File: config.mk
export PLATFORM = sky130hd
export DESIGN_NAME = plotter_top
export DESIGN_NICKNAME = d
export VERILOG_FILES = /design/src/rtl/plotter_cfg_pkg.sv /design/src/rtl/plotter_op_pkg.sv /design/src/rtl/cmd_parser.sv /design/src/rtl/fifo_buffer.sv /design/src/rtl/motion_exec.sv /design/src/rtl/plotter_top.sv /design/src/rtl/uart_rx.sv
export SDC_FILE = /design/constraint.sdc
export NUM_CORES = 1
export LEC_CHECK = 0
export BUFFER_PORTS_ARGS = -buffer_cell sky130_fd_sc_hd__buf_4
export CORE_ASPECT_RATIO = 0.9
export CORE_MARGIN = 2
export CORE_UTILIZATION = 56
export DETAILED_ROUTE_END_ITERATION = 16
export PLACE_DENSITY = 0.72
export SLEW_MARGIN = 20
export SYNTH_ARGS = -nofsm -noshare
export SYNTH_HDL_FRONTEND = slang
export SYNTH_SLANG_ARGS = --single-unit
File: constraint.sdc
create_clock -name clk -period 5.3 [get_ports clk]
set_input_delay 0.265 -clock clk [delete_from_list [all_inputs] [get_ports clk]]
set_output_delay 0.265 -clock clk [all_outputs]
set_load 0.02 [all_outputs]
File: src/rtl/plotter_cfg_pkg.sv
package plotter_cfg_pkg;

	// serial line timing, kept short so simulation stays fast
	localparam int uart_clks_per_bit = 8;   // clock cycles per serial bit

	// buffer sizes as powers of two
	localparam int byte_fifo_depth_log2 = 4;   // 16 characters between receiver and parser
	localparam int op_fifo_depth_log2 = 2;   // 4 decoded operations ahead of the executor

	// motion pacing
	localparam int step_period = 4;   // cycles between two pulses on one axis

	// largest coordinate a command line may carry
	localparam int coord_max = 4095;   // fits the 12-bit position of coord_t

endpackage : plotter_cfg_pkg

File: src/rtl/plotter_op_pkg.sv
package plotter_op_pkg;

	typedef logic [7:0] byte_t;   // one received character
	typedef logic [11:0] coord_t;   // position along an axis, in steps

	typedef enum logic [1:0] {
		op_move, // travel with the pen lifted
		op_draw, // travel with the pen on the paper
		op_home // return to 0,0 with the pen lifted
	} op_kind_e;

	// one decoded command line, stored as is in the op FIFO
	typedef struct packed {
		op_kind_e kind;
		coord_t x;
		coord_t y;
	} plot_op_t;

	// characters of the command language
	localparam byte_t ascii_m = "M";
	localparam byte_t ascii_d = "D";
	localparam byte_t ascii_h = "H";
	localparam byte_t ascii_space = " ";
	localparam byte_t ascii_lf = 8'h0a;   // every command ends with a line feed
	localparam byte_t ascii_zero = "0";
	localparam byte_t ascii_nine = "9";

endpackage : plotter_op_pkg

File: src/rtl/cmd_parser.sv
`timescale 1ns/1ps

module cmd_parser (
	input logic clk,
	input logic arst_n,
	output logic rd_trigger,
	input plotter_op_pkg::byte_t rd_data,
	input logic rd_done,
	input logic is_empty,
	output logic wr_trigger,
	output plotter_op_pkg::plot_op_t wr_op,
	input logic is_full,
	output logic cmd_error
);

	localparam int acc_bits = 16;   // holds coord_max * 10 + 9 without wrapping

	typedef enum logic [2:0] {
		ps_kind,
		ps_space,
		ps_x,
		ps_y,
		ps_end,
		ps_write,
		ps_discard
	} parse_state_e;

	parse_state_e state;
	logic rd_pending;
	logic seen_digit;
	logic is_digit;
	logic is_space;
	logic is_lf;
	logic acc_ovf;
	logic [acc_bits-1:0] acc;
	logic [acc_bits-1:0] acc_next;
	plotter_op_pkg::plot_op_t op_q;

	assign is_digit = rd_data >= plotter_op_pkg::ascii_zero && rd_data <= plotter_op_pkg::ascii_nine;
	assign is_space = rd_data == plotter_op_pkg::ascii_space;
	assign is_lf = rd_data == plotter_op_pkg::ascii_lf;

	// the low nibble of an ascii digit is its value
	assign acc_next = acc * acc_bits'(10) + acc_bits'(rd_data[3:0]);
	assign acc_ovf = acc_next > acc_bits'(plotter_cfg_pkg::coord_max);

	// no reads while a finished operation waits for room
	assign rd_trigger = !is_empty && !rd_pending && state != ps_write;
	assign wr_trigger = state == ps_write && !is_full;
	assign wr_op = op_q;

	always_ff @(posedge clk or negedge arst_n) begin
		if (!arst_n) begin
			state <= ps_kind;
			rd_pending <= 1'b0;
			seen_digit <= 1'b0;
			cmd_error <= 1'b0;
		end else begin
			cmd_error <= 1'b0;
			if (rd_trigger) begin
				rd_pending <= 1'b1;
			end else if (rd_done) begin
				rd_pending <= 1'b0;
			end
			if (wr_trigger) begin
				state <= ps_kind;
			end
			if (rd_done) begin
				case (state)
					ps_kind: begin
						if (rd_data == plotter_op_pkg::ascii_m || rd_data == plotter_op_pkg::ascii_d) begin
							state <= ps_space;
						end else if (rd_data == plotter_op_pkg::ascii_h) begin
							state <= ps_end;
						end else if (!is_lf) begin   // blank lines are skipped
							state <= ps_discard;
						end
					end
					ps_space: begin
						seen_digit <= 1'b0;
						if (is_space) begin
							state <= ps_x;
						end else if (is_lf) begin
							cmd_error <= 1'b1;
							state <= ps_kind;
						end else begin
							state <= ps_discard;
						end
					end
					ps_x, ps_y: begin
						if (is_digit) begin
							seen_digit <= 1'b1;
							if (acc_ovf) begin
								state <= ps_discard;   // coordinate too large
							end
						end else if (state == ps_x && is_space && seen_digit) begin
							seen_digit <= 1'b0;
							state <= ps_y;
						end else if (state == ps_y && is_lf && seen_digit) begin
							state <= ps_write;
						end else if (is_lf) begin
							cmd_error <= 1'b1;   // line ended before both coordinates
							state <= ps_kind;
						end else begin
							state <= ps_discard;
						end
					end
					ps_end: state <= is_lf ? ps_write : ps_discard;
					ps_discard: begin
						if (is_lf) begin
							cmd_error <= 1'b1;
							state <= ps_kind;
						end
					end
					default: ;
				endcase
			end
		end
	end

	always_ff @(posedge clk) begin
		if (rd_done) begin
			case (state)
				ps_kind: begin
					acc <= '0;
					op_q.x <= '0;   // home keeps these at zero
					op_q.y <= '0;
					if (rd_data == plotter_op_pkg::ascii_d) begin
						op_q.kind <= plotter_op_pkg::op_draw;
					end else if (rd_data == plotter_op_pkg::ascii_h) begin
						op_q.kind <= plotter_op_pkg::op_home;
					end else begin
						op_q.kind <= plotter_op_pkg::op_move;
					end
				end
				ps_x: begin
					if (is_digit) begin
						acc <= acc_next;
					end else if (is_space) begin
						op_q.x <= plotter_op_pkg::coord_t'(acc);
						acc <= '0;
					end
				end
				ps_y: begin
					if (is_digit) begin
						acc <= acc_next;
					end else if (is_lf) begin
						op_q.y <= plotter_op_pkg::coord_t'(acc);
					end
				end
				default: ;
			endcase
		end
	end

endmodule : cmd_parser

File: src/rtl/fifo_buffer.sv
`timescale 1ns/1ps

module fifo_buffer #(
	parameter int data_bits = $bits(plotter_op_pkg::byte_t),
	parameter int depth_log2 = plotter_cfg_pkg::byte_fifo_depth_log2
) (
	input logic clk,
	input logic arst_n,
	input logic wr_trigger,
	input logic [data_bits-1:0] wr_data,
	input logic rd_trigger,
	output logic [data_bits-1:0] rd_data,
	output logic rd_done,
	output logic is_empty,
	output logic is_full
);

	logic [data_bits-1:0] mem [2**depth_log2];
	logic [depth_log2:0] wr_ptr;   // extra msb tells full from empty
	logic [depth_log2:0] rd_ptr;
	logic [depth_log2-1:0] wr_addr;
	logic [depth_log2-1:0] rd_addr;

	assign wr_addr = wr_ptr[depth_log2-1:0];
	assign rd_addr = rd_ptr[depth_log2-1:0];

	assign is_empty = wr_ptr == rd_ptr;
	assign is_full = wr_ptr[depth_log2] != rd_ptr[depth_log2] && wr_addr == rd_addr;

	// writers check is_full before they strobe
	always_ff @(posedge clk) begin
		if (wr_trigger) begin
			mem[wr_addr] <= wr_data;
		end
	end

	always_ff @(posedge clk) begin
		if (rd_trigger) begin
			rd_data <= mem[rd_addr];   // valid together with rd_done
		end
	end

	always_ff @(posedge clk or negedge arst_n) begin
		if (!arst_n) begin
			wr_ptr <= '0;
			rd_ptr <= '0;
			rd_done <= 1'b0;
		end else begin
			rd_done <= rd_trigger;
			if (wr_trigger) begin
				wr_ptr <= wr_ptr + 1'b1;
			end
			if (rd_trigger) begin
				rd_ptr <= rd_ptr + 1'b1;
			end
		end
	end

endmodule : fifo_buffer

File: src/rtl/motion_exec.sv
`timescale 1ns/1ps

module motion_exec (
	input logic clk,
	input logic arst_n,
	output logic rd_trigger,
	input plotter_op_pkg::plot_op_t rd_op,
	input logic rd_done,
	input logic is_empty,
	output logic step_x,
	output logic dir_x,
	output logic step_y,
	output logic dir_y,
	output logic pen_down,
	output logic busy
);

	localparam int cnt_bits = $clog2(plotter_cfg_pkg::step_period + 1);
	localparam logic [cnt_bits-1:0] cnt_last = cnt_bits'(plotter_cfg_pkg::step_period - 1);

	typedef enum logic [1:0] {
		ms_idle,
		ms_fetch,
		ms_run
	} exec_state_e;

	exec_state_e state;
	logic [cnt_bits-1:0] cnt;
	logic is_home;
	logic off_x;
	logic off_y;
	plotter_op_pkg::coord_t new_x;
	plotter_op_pkg::coord_t new_y;
	plotter_op_pkg::coord_t pos_x;
	plotter_op_pkg::coord_t pos_y;
	plotter_op_pkg::coord_t tgt_x;
	plotter_op_pkg::coord_t tgt_y;

	assign is_home = rd_op.kind == plotter_op_pkg::op_home;
	assign new_x = is_home ? '0 : rd_op.x;
	assign new_y = is_home ? '0 : rd_op.y;

	assign off_x = pos_x != tgt_x;
	assign off_y = pos_y != tgt_y;

	assign rd_trigger = state == ms_idle && !is_empty;   // next op only once idle

	always_ff @(posedge clk) begin
		if (rd_done) begin
			tgt_x <= new_x;
			tgt_y <= new_y;
		end
	end

	always_ff @(posedge clk or negedge arst_n) begin
		if (!arst_n) begin
			state <= ms_idle;
			cnt <= '0;
			pos_x <= '0;
			pos_y <= '0;
			step_x <= 1'b0;
			step_y <= 1'b0;
			dir_x <= 1'b0;
			dir_y <= 1'b0;
			pen_down <= 1'b0;
			busy <= 1'b0;
		end else begin
			step_x <= 1'b0;
			step_y <= 1'b0;
			case (state)
				ms_idle: begin
					if (rd_trigger) begin
						state <= ms_fetch;
					end
				end
				ms_fetch: begin
					if (rd_done) begin
						state <= ms_run;
						busy <= 1'b1;
						cnt <= '0;   // first pulse comes step_period cycles after dir settles
						dir_x <= new_x > pos_x;
						dir_y <= new_y > pos_y;
						pen_down <= rd_op.kind == plotter_op_pkg::op_draw;
					end
				end
				ms_run: begin
					if (!off_x && !off_y) begin
						busy <= 1'b0;
						state <= ms_idle;
					end else if (cnt == cnt_last) begin
						cnt <= '0;
						if (off_x) begin
							step_x <= 1'b1;
							pos_x <= dir_x ? pos_x + 1'b1 : pos_x - 1'b1;
						end
						if (off_y) begin   // both axes share the same pacing
							step_y <= 1'b1;
							pos_y <= dir_y ? pos_y + 1'b1 : pos_y - 1'b1;
						end
					end else begin
						cnt <= cnt + 1'b1;
					end
				end
				default: state <= ms_idle;
			endcase
		end
	end

endmodule : motion_exec

File: src/rtl/plotter_top.sv
`timescale 1ns/1ps

module plotter_top (
	input logic clk,
	input logic arst_n,
	input logic uart_rx,
	output logic step_x,
	output logic dir_x,
	output logic step_y,
	output logic dir_y,
	output logic pen_down,
	output logic busy,
	output logic cmd_error,
	output logic rx_overrun
);

	// receiver into the byte FIFO
	logic byte_wr_trigger;
	logic byte_is_full;
	plotter_op_pkg::byte_t byte_wr_data;

	// byte FIFO out to the parser
	logic byte_rd_trigger;
	logic byte_rd_done;
	logic byte_is_empty;
	plotter_op_pkg::byte_t byte_rd_data;

	// parser into the op FIFO
	logic op_wr_trigger;
	logic op_is_full;
	plotter_op_pkg::plot_op_t op_wr;

	// op FIFO out to the executor
	logic op_rd_trigger;
	logic op_rd_done;
	logic op_is_empty;
	plotter_op_pkg::plot_op_t op_rd;

	uart_rx u_uart_rx (
		.clk(clk),
		.arst_n(arst_n),
		.rx(uart_rx),
		.is_full(byte_is_full),
		.wr_trigger(byte_wr_trigger),
		.wr_data(byte_wr_data),
		.rx_overrun(rx_overrun)
	);

	fifo_buffer #(
		.data_bits($bits(plotter_op_pkg::byte_t)),
		.depth_log2(plotter_cfg_pkg::byte_fifo_depth_log2)
	) u_byte_fifo (
		.clk(clk),
		.arst_n(arst_n),
		.wr_trigger(byte_wr_trigger),
		.wr_data(byte_wr_data),
		.rd_trigger(byte_rd_trigger),
		.rd_data(byte_rd_data),
		.rd_done(byte_rd_done),
		.is_empty(byte_is_empty),
		.is_full(byte_is_full)
	);

	cmd_parser u_cmd_parser (
		.clk(clk),
		.arst_n(arst_n),
		.rd_trigger(byte_rd_trigger),
		.rd_data(byte_rd_data),
		.rd_done(byte_rd_done),
		.is_empty(byte_is_empty),
		.wr_trigger(op_wr_trigger),
		.wr_op(op_wr),
		.is_full(op_is_full),
		.cmd_error(cmd_error)
	);

	fifo_buffer #(
		.data_bits($bits(plotter_op_pkg::plot_op_t)),
		.depth_log2(plotter_cfg_pkg::op_fifo_depth_log2)
	) u_op_fifo (
		.clk(clk),
		.arst_n(arst_n),
		.wr_trigger(op_wr_trigger),
		.wr_data(op_wr),
		.rd_trigger(op_rd_trigger),
		.rd_data(op_rd),
		.rd_done(op_rd_done),
		.is_empty(op_is_empty),
		.is_full(op_is_full)
	);

	motion_exec u_motion_exec (
		.clk(clk),
		.arst_n(arst_n),
		.rd_trigger(op_rd_trigger),
		.rd_op(op_rd),
		.rd_done(op_rd_done),
		.is_empty(op_is_empty),
		.step_x(step_x),
		.dir_x(dir_x),
		.step_y(step_y),
		.dir_y(dir_y),
		.pen_down(pen_down),
		.busy(busy)
	);

endmodule : plotter_top

File: src/rtl/uart_rx.sv
`timescale 1ns/1ps

module uart_rx (
	input logic clk,
	input logic arst_n,
	input logic rx,
	input logic is_full,
	output logic wr_trigger,
	output plotter_op_pkg::byte_t wr_data,
	output logic rx_overrun
);

	localparam int cnt_bits = $clog2(plotter_cfg_pkg::uart_clks_per_bit);
	localparam logic [cnt_bits-1:0] half_bit = cnt_bits'(plotter_cfg_pkg::uart_clks_per_bit / 2 - 1);
	localparam logic [cnt_bits-1:0] full_bit = cnt_bits'(plotter_cfg_pkg::uart_clks_per_bit - 1);

	typedef enum logic [1:0] {
		st_idle,
		st_start,
		st_data,
		st_stop
	} rx_state_e;

	rx_state_e state;
	logic [1:0] rx_sync;
	logic rx_s;
	logic [cnt_bits-1:0] cnt;
	logic [2:0] bit_idx;
	logic sample;
	plotter_op_pkg::byte_t shift_q;

	assign rx_s = rx_sync[1];
	assign sample = state == st_data && cnt == full_bit;   // middle of a data bit
	assign wr_data = shift_q;

	always_ff @(posedge clk or negedge arst_n) begin
		if (!arst_n) begin
			rx_sync <= 2'b11;   // line idles high
		end else begin
			rx_sync <= {rx_sync[0], rx};
		end
	end

	always_ff @(posedge clk) begin
		if (sample) begin
			shift_q <= {rx_s, shift_q[7:1]};   // lsb arrives first
		end
	end

	always_ff @(posedge clk or negedge arst_n) begin
		if (!arst_n) begin
			state <= st_idle;
			cnt <= '0;
			bit_idx <= '0;
			wr_trigger <= 1'b0;
			rx_overrun <= 1'b0;
		end else begin
			wr_trigger <= 1'b0;
			case (state)
				st_idle: begin
					cnt <= '0;
					if (!rx_s) begin
						state <= st_start;
					end
				end
				st_start: begin
					if (cnt == half_bit) begin
						cnt <= '0;
						bit_idx <= '0;
						state <= rx_s ? st_idle : st_data;   // a short glitch is not a start bit
					end else begin
						cnt <= cnt + 1'b1;
					end
				end
				st_data: begin
					if (sample) begin
						cnt <= '0;
						bit_idx <= bit_idx + 1'b1;
						if (bit_idx == 3'd7) begin
							state <= st_stop;
						end
					end else begin
						cnt <= cnt + 1'b1;
					end
				end
				st_stop: begin
					if (cnt == full_bit) begin
						state <= st_idle;
						if (rx_s) begin   // framing error drops the byte silently
							if (is_full) begin
								rx_overrun <= 1'b1;   // sticky until reset
							end else begin
								wr_trigger <= 1'b1;
							end
						end
					end else begin
						cnt <= cnt + 1'b1;
					end
				end
				default: state <= st_idle;
			endcase
		end
	end

endmodule : uart_rx

=== Word-level counts from Yosys, hierarchy flattened ===
Memory sizes are Yosys's and may differ from the RTL's. A register that Yosys moved wholly into a read port is not among the register bits.
Cells that the tools add are included.

* Div/mod/pow operators: 0
* Shift operators: 0
* Bitwise logic cells: 1
* Mux-type cells: 82
* Order comparisons: 5
* Reduce and logical (&&, ||, !) cells: 45
* Multiply operators: 1
* Equal/unequal tests: 48
* Add/subtract/negate cells: 12

{| class="wikitable"
|+ Operators with widths
! cell !! number
|-
| 12-bit 2-to-1 mux || 8
|-
| 3-bit 2-to-1 mux || 20
|-
| 16-bit 2-to-1 mux || 3
|-
| 12-bit case mux with 2 select lines || 2
|-
| 16-bit case mux with 3 select lines || 1
|-
| 1-bit 2-to-1 mux || 28
|-
| 12-bit by 1-bit adder with 12-bit output (second input constant) || 2
|-
| 8-bit by 7-bit == test with 1-bit output (second input constant) || 3
|-
| 12-bit > comparator || 2
|-
| 12-bit inequality test || 2
|-
| 4-bit AND reduction || 6
|-
| 12-bit by 1-bit subtractor with 12-bit output (second input constant) || 2
|-
| 2-bit 2-to-1 mux || 11
|-
| 16-bit by 4-bit adder with 16-bit output || 1
|-
| 16-bit by 12-bit > comparator with 1-bit output (second input constant) || 1
|-
| 16-bit by 3-bit multiplier with 15-bit output (second input constant) || 1
|-
| 2-bit inequality test (second input constant) || 8
|-
| 3-bit by 1-bit adder with 3-bit output (second input constant) || 5
|-
| 3-bit == test (second input constant) || 5
|-
| 3-bit case mux with 5 select lines || 1
|-
| 3-bit AND reduction || 5
|-
| 2-bit by 1-bit inequality test with 1-bit output (second input constant) || 7
|-
| 1-bit logical AND || 13
|-
| 3-bit by 2-bit == test with 1-bit output (second input constant) || 4
|-
| other kinds (31) || 53
|}

* Memory bits (writable): 232
* Bits in read-only memories: 0
* Bits of input ports: 3
* Memories: 2
* Word-level logic and storage cells: 229
* Bits in latches: 0
* Bits in registers: 145
* Output and inout port bits: 8

{| class="wikitable"
|+ Memory list
! memory !! depth !! bits a word !! read ports !! clocked after memory_dff !! wr ports !! RTL line !! RTL
|-
| u_byte_fifo.mem || 16 || 8 || 1 || 1 || 1 || fifo_buffer.sv:18 || <nowiki>logic [data_bits-1:0] mem [2**depth_log2];</nowiki>
|-
| u_op_fifo.mem || 4 || 26 || 1 || 1 || 1 || fifo_buffer.sv:18 ||
|}

=== Longest topological paths before layout ===
* Depth in word-level cells: 10
* Gate-level depth with buffers: 11

=== Cells and area by module ===
From an unflattened synthesis, not the netlist that was laid out.

* Cell total of the unflattened synthesis: 1254
* Area total of the unflattened synthesis: 18873.1 µm²

{| class="wikitable"
|+ Modules (own cells, without submodules)
! module !! cells each !! instances !! area each (µm²)
|-
| fifo_buffer at u_byte_fifo || 296 || 1 || 5843.1
|-
| fifo_buffer at u_op_fifo || 193 || 1 || 4953.5
|-
| motion_exec || 395 || 1 || 4038.9
|-
| cmd_parser || 302 || 1 || 3146.8
|-
| uart_rx || 68 || 1 || 890.9
|}

=== Worst setup path before layout ===
No wires, ideal clock.

* Path type: flip-flop to flip-flop
* Start point: register u_op_fifo.rd_ptr[1]
* End point: register u_op_fifo.rd_ptr[1]
* Data arrival time: 3.411 ns
* Setup slack: 1.764 ns
* Required time: 5.175 ns
* Stages on the path, launching flop included: 7
* Period minus slack after synthesis: 3.536 ns
* Path buffers: 1
* Cell sequence: dfrtp_1 > clkbuf_1 > xnor2_1 > nand2_1 > nor2_1 > nor3_1 > mux2_2

* Longest elaborated chain between the ends: 3
* Elaborated cells between the ends (all ways): 4
* Classes of those cells: 1 x add/sub; 1 x eq/ne; 2 x reduce/logical

{| class="wikitable"
|+ RTL lines
! what !! RTL line !! RTL
|-
| from (decl) || fifo_buffer.sv:20 || <nowiki>logic [depth_log2:0] rd_ptr;</nowiki>
|-
| from (signal assigned) || fifo_buffer.sv:54 || <nowiki>rd_ptr <= rd_ptr + 1'b1;</nowiki>
|-
| 3-bit == test || fifo_buffer.sv:27 || <nowiki>assign is_empty = wr_ptr == rd_ptr;</nowiki>
|-
| 1-bit zero test || motion_exec.sv:46 || <nowiki>assign rd_trigger = state == ms_idle && !is_empty;</nowiki>
|-
| 1-bit logical AND || motion_exec.sv:46 ||
|-
| net op_rd_trigger || plotter_top.sv:34 || <nowiki>logic op_rd_trigger;</nowiki>
|}

The timed path passes the listed nets, and every way through them passes these cells.
A chain may end at the register's enable or synchronous reset.

=== Worst setup path in the final report ===
* Start point: register u_cmd_parser.acc[1]
* End point: register u_cmd_parser.state[0]

* Longest elaborated chain between the ends: 7

{| class="wikitable"
|+ RTL lines
! what !! RTL line !! RTL
|-
| from (decl) || cmd_parser.sv:35 || <nowiki>logic [acc_bits-1:0] acc;</nowiki>
|-
| from (signal assigned) || cmd_parser.sv:138 || <nowiki>acc <= acc_next;</nowiki>
|-
| from (signal assigned) || cmd_parser.sv:146 || <nowiki>acc <= acc_next;</nowiki>
|-
| 16-bit by 3-bit multiplier with 15-bit output || cmd_parser.sv:44 || <nowiki>assign acc_next = acc * acc_bits'(10) + acc_bits'(rd_data[3:0]);</nowiki>
|-
| 16-bit by 4-bit adder with 16-bit output || cmd_parser.sv:44 ||
|-
| 16-bit by 12-bit > comparator with 1-bit output || cmd_parser.sv:45 || <nowiki>assign acc_ovf = acc_next > acc_bits'(plotter_cfg_pkg::coord_max);</nowiki>
|-
| 3-bit 2-to-1 mux || cmd_parser.sv:93 || <nowiki>if (acc_ovf) begin</nowiki>
|-
| 3-bit 2-to-1 mux || cmd_parser.sv:91 || <nowiki>if (is_digit) begin</nowiki>
|-
| 3-bit case mux with 5 select lines || cmd_parser.sv:69 || <nowiki>case (state)</nowiki>
|-
| 3-bit 2-to-1 mux || cmd_parser.sv:68 || <nowiki>if (rd_done) begin</nowiki>
|-
| to (signal assigned) || cmd_parser.sv:72 || <nowiki>state <= ps_space;</nowiki>
|-
| to (signal assigned) || cmd_parser.sv:74 || <nowiki>state <= ps_end;</nowiki>
|-
| to (signal assigned) || cmd_parser.sv:94 || <nowiki>state <= ps_discard;</nowiki>
|-
| to (decl) || cmd_parser.sv:28 || <nowiki>parse_state_e state;</nowiki>
|}

No other way between the ends.

==> results by group <==
Outcome
  – Outcome: complete, no violations

Floorplanning
  – Chip Width: 195 µm
  – Site Rows: 63
  – Core ar.: around 33000 µm²
  – I/O Pins: 11
  – Die area: 34400 µm²
  – Die height: 176 µm
  – Initial cell density of the core: 0.564

Worst setup path
  – Worst setup SP type: flip-flop
  – Critical path launch point: u_cmd_parser.acc[1]
  – Reg-to-Reg End: u_cmd_parser.state[0]
  – WS Path Type: reg2reg
  – Crit path max fanout: 5
  – Arrival time of the worst setup path: roughly 3.9 ns
  – WP data required: 5.77 ns
  – Reg2Reg Setup Slack: 1.92 ns
  – Worst-case reg-to-reg path depth: 10
  – FF-to-FF Start: u_cmd_parser.acc[1]
  – Worst Setup End Kind: flip-flop

Clock tree
  – Clk sinks: 410
  – Later-pin clock latency in the skew report: between 0.5 and 0.6 ns
  – Clock buffer depth: 3
  – Clock slew at reported path FFs: 0.06 ns
  – CTS tree: built
  – H-tree depth: 2
  – CTS Buf Count: 41
  – Root Driver: clkbuf_16
  – Post-CTS sizing: 0

Route
  – Detail Route met2 WL: around 15000 µm
  – Avg Vias per Cell: 5.76
  – Drt pass-1 iters: 5
  – ANT nets after route: 0
  – DRT Wirelength: ~33000 µm
  – Drt wl/cell: approximately 19 µm
  – Met1 wire length: approximately 15000 µm
  – DR top layer: met4
  – Met3 WL: approximately 1900 µm
  – Drt drc: 0
  – Via count: ~9.8k
  – Initial DRC count: just under 900

Synthesis
  – Synth top area share: 0.552
  – Synth Area in Compound Gates: 0.0558
  – Synth area leaders: edfxtp_1 55%, dfrtp_1 9.4%, mux4_2 8.1%, ha_1 6.2%, xnor2_1 2.4%
  – Yosys cell types: 74
  – Cell with the most instances after synthesis: edfxtp_1
  – Top FF cell, synth: edfxtp_1
  – Synthesized flop and latch total: 410
  – Yosys top cell by area: edfxtp_1
  – Mux cell area share after synthesis: 0.0859
  – Number of synthesized flops with an enable pin: around 340
  – XOR/XNOR share of the synthesized area: 0.0404
  – Register area share after synthesis: 0.648
  – Largest family of logic cells by synthesized area: multiplexers
  – Gate Count Post-Synth: ~1.2k
  – Most frequent cells after synthesis: 339 x edfxtp_1, 92 x ha_1, 74 x nor2_1, 70 x nand2_1, 69 x dfrtp_1
  – Mapped Area: 18400 µm²
  – Mean area per synthesized cell: around 15 µm²
  – YS warnings: 0
  – Synth Area in Adders: 0.0667
  – Synth Area in Simple Gates: 0.0831
  – Net Count, Synth: approximately 1.3k
  – Ys async rst share: 0.173

Place
  – Final RePlAce weighted congestion: ~0.85
  – Port Buf Inserts: 10
  – DP HPWL: roughly 22000 µm
  – Cell total after placement: 1624
  – Dpl ws: 1.92 ns

Layout
  – Multi-input logic area: between 6000 and 7000 µm²
  – Final std cells w/o fill: roughly 1.7k
  – Fin nets: between 1k and 1.5k
  – Inserted Diodes: 0
  – Register area: between 10000 and 15000 µm²
  – Synth-to-layout area growth: 10.8%
  – Layout cell share with drive strength beyond 1: 0.149
  – Fillcell total: 2328

STA
  – Min Tclk post-route: between 3 and 4 ns
  – RSZ-0062 raised after global routing: no
  – Least-Margin Pin Slew: between 1 and 1.5 ns
  – Peak Freq: ~300 MHz
  – Max Clock Skew: ~0.011 ns
  – Final setup viols: 0
  – Final TNS setup: 0 ns
  – Worst-case headroom to the max-slew limit: 0.318
  – Final Max Slew Viols: 0
  – Setup ws final: roughly 1.9 ns
  – Crit share post-route: 0.638
  – Endpoints failing hold: 0

Global routing
  – Grt total ovfl: 0
  – Total track usage: 0.198
  – Largest net degree at the start of global routing: 38
  – Vias in the first global route: between 9k and 10k
  – First-pass GRT wire length: about 53000 µm
  – Antenna violations before repair: 0

Run
  – Max-Cap Viols: 0

Power and ir drop
  – Leak Pwr: ~7.3 nW
  – Max VDD drop: around 280 µV
  – Power density of the placed cells: ~470 nW/µm²

Hold path
  – Worst min path class: in2async
-- critical path, stage by stage, from the launching register on --
cell,delay [ns]
edfxtp_1,0.48
ha_1,0.34
ha_1,0.24
fa_1,0.43
a21o_2,0.23
a221oi_1,0.27
o2bb2ai_1,0.20
nor4_4,0.36
nand3_2,0.15
o41ai_2,0.41
a31o_1,0.20
-- through the flow --
| stage | instance area (µm²) | utilization | total power (W) | hold slack (ns) |
|---|---|---|---|---|
| 2_1_floorplan | 18400 | - | 0.00608 | -0.0306 |
| 3_3_place_gp | 19000 | 0.581 | 0.00662 | 0.260 |
| 3_5_place_dp | 19000 | 0.581 | 0.00668 | 0.257 |
| 4_1_cts | 20400 | 0.625 | 0.00967 | 0.215 |
| 5_1_grt | 20400 | 0.625 | 0.0101 | 0.237 |
| 6_report | 20400 | 0.625 | 0.00957 | 0.212 |
-- area by class of cell --
type	count	area share
flip-flops and latches	410	0.585
repair buffers	29	0.0109
inverters	51	0.00937
clock buffers	53	0.0529
well taps	422	0.0258
multi-input cells	714	0.301
clock inverters	22	0.0151
-- per-layer routing --
metal  GRT usage  vias up
met5           0        -
li1            -     4636
met4      0.0452        0
met2       0.313      228
met3      0.0342       43
met1       0.292     4898
-- logic make-up after synthesis --
| family | Yosys count |
|---|---|
| DFF | 410 |
| xor gates and xnor gates | 85 |
| muxes | 75 |
| buffers and inverters | 92 |
| and+or+nand+nor | 303 |
| adders and majority gates | 96 |
| AOI/OAI and AO/OA | 155 |
-- worst max path at each step --
| stage | end | slack (ns) | cells past startpoint |
|---|---|---|---|
| after floorplan | u_op_fifo.rd_ptr[1] | 1.76 | 6 |
| after global placement | u_cmd_parser.state[0] | 2.02 | 10 |
| after detailed placement | u_cmd_parser.state[0] | 1.92 | 10 |
| after CTS | u_cmd_parser.state[0] | 1.90 | 10 |
| after global routing | u_cmd_parser.state[0] | 1.75 | 10 |
| final | u_cmd_parser.state[0] | 1.92 | 10 |
-- power breakdown --
part           internal [W]  leakage (nW)  total (W)  switching, W
combinational       0.00112          2.65    0.00233       0.00121
sequential          0.00394          4.01    0.00428      0.000341
clock               0.00175         0.667    0.00296       0.00121
total               0.00681          7.33    0.00957       0.00276
-- sequential cells by signal (all words and copies together), names as in the netlist, 3 cells and up, named ones only --
name and count:
u_byte_fifo.mem 128, u_op_fifo.mem 104, u_cmd_parser.wr_op 26, u_op_fifo.rd_data 26
u_cmd_parser.acc 15, u_motion_exec.pos_x 12, u_motion_exec.pos_y 12, u_motion_exec.tgt_x 12
u_motion_exec.tgt_y 12, u_byte_fifo.rd_data 8, u_uart_rx.wr_data 8, u_byte_fifo.rd_ptr 5
u_byte_fifo.wr_ptr 5, u_cmd_parser.state 3, u_motion_exec.cnt 3, u_op_fifo.rd_ptr 3
u_op_fifo.wr_ptr 3, u_uart_rx.bit_idx 3, u_uart_rx.cnt 3
-- layout by cell type (no fill, tap or decap), types with 4 or more instances in the layout --
cell / Yosys / layout
a21o_1: 14 / 14
a21oi_1: 34 / 33
a31oi_1: 5 / 5
and2_1: 43 / 43
and3_1: 15 / 15
buf_4: 2 / 27
bufinv_16: 0 / 6
clkbuf_1: 29 / 11
clkbuf_16: 0 / 41
clkinv_1: 0 / 4
clkinv_2: 0 / 5
dfrtp_1: 69 / 66
edfxtp_1: 339 / 339
fa_1: 4 / 4
ha_1: 92 / 92
inv_1: 51 / 51
mux2_2: 7 / 7
mux4_2: 66 / 66
nand2_1: 70 / 70
nand2b_1: 12 / 12
nand3_1: 12 / 12
nand4_1: 16 / 16
nor2_1: 74 / 74
nor2b_1: 11 / 11
nor3_1: 25 / 24
o211ai_1: 4 / 4
o21a_1: 4 / 4
o21ai_0: 49 / 49
or2_2: 5 / 5
xnor2_1: 50 / 50
xor2_1: 35 / 35
-- repair_timing --
action                                 CTS  global route
endpoints found under the hold margin   35             0
hold buffers                             2             0
buffers inserted                         0             0
(Power assumes the default switching activity.)
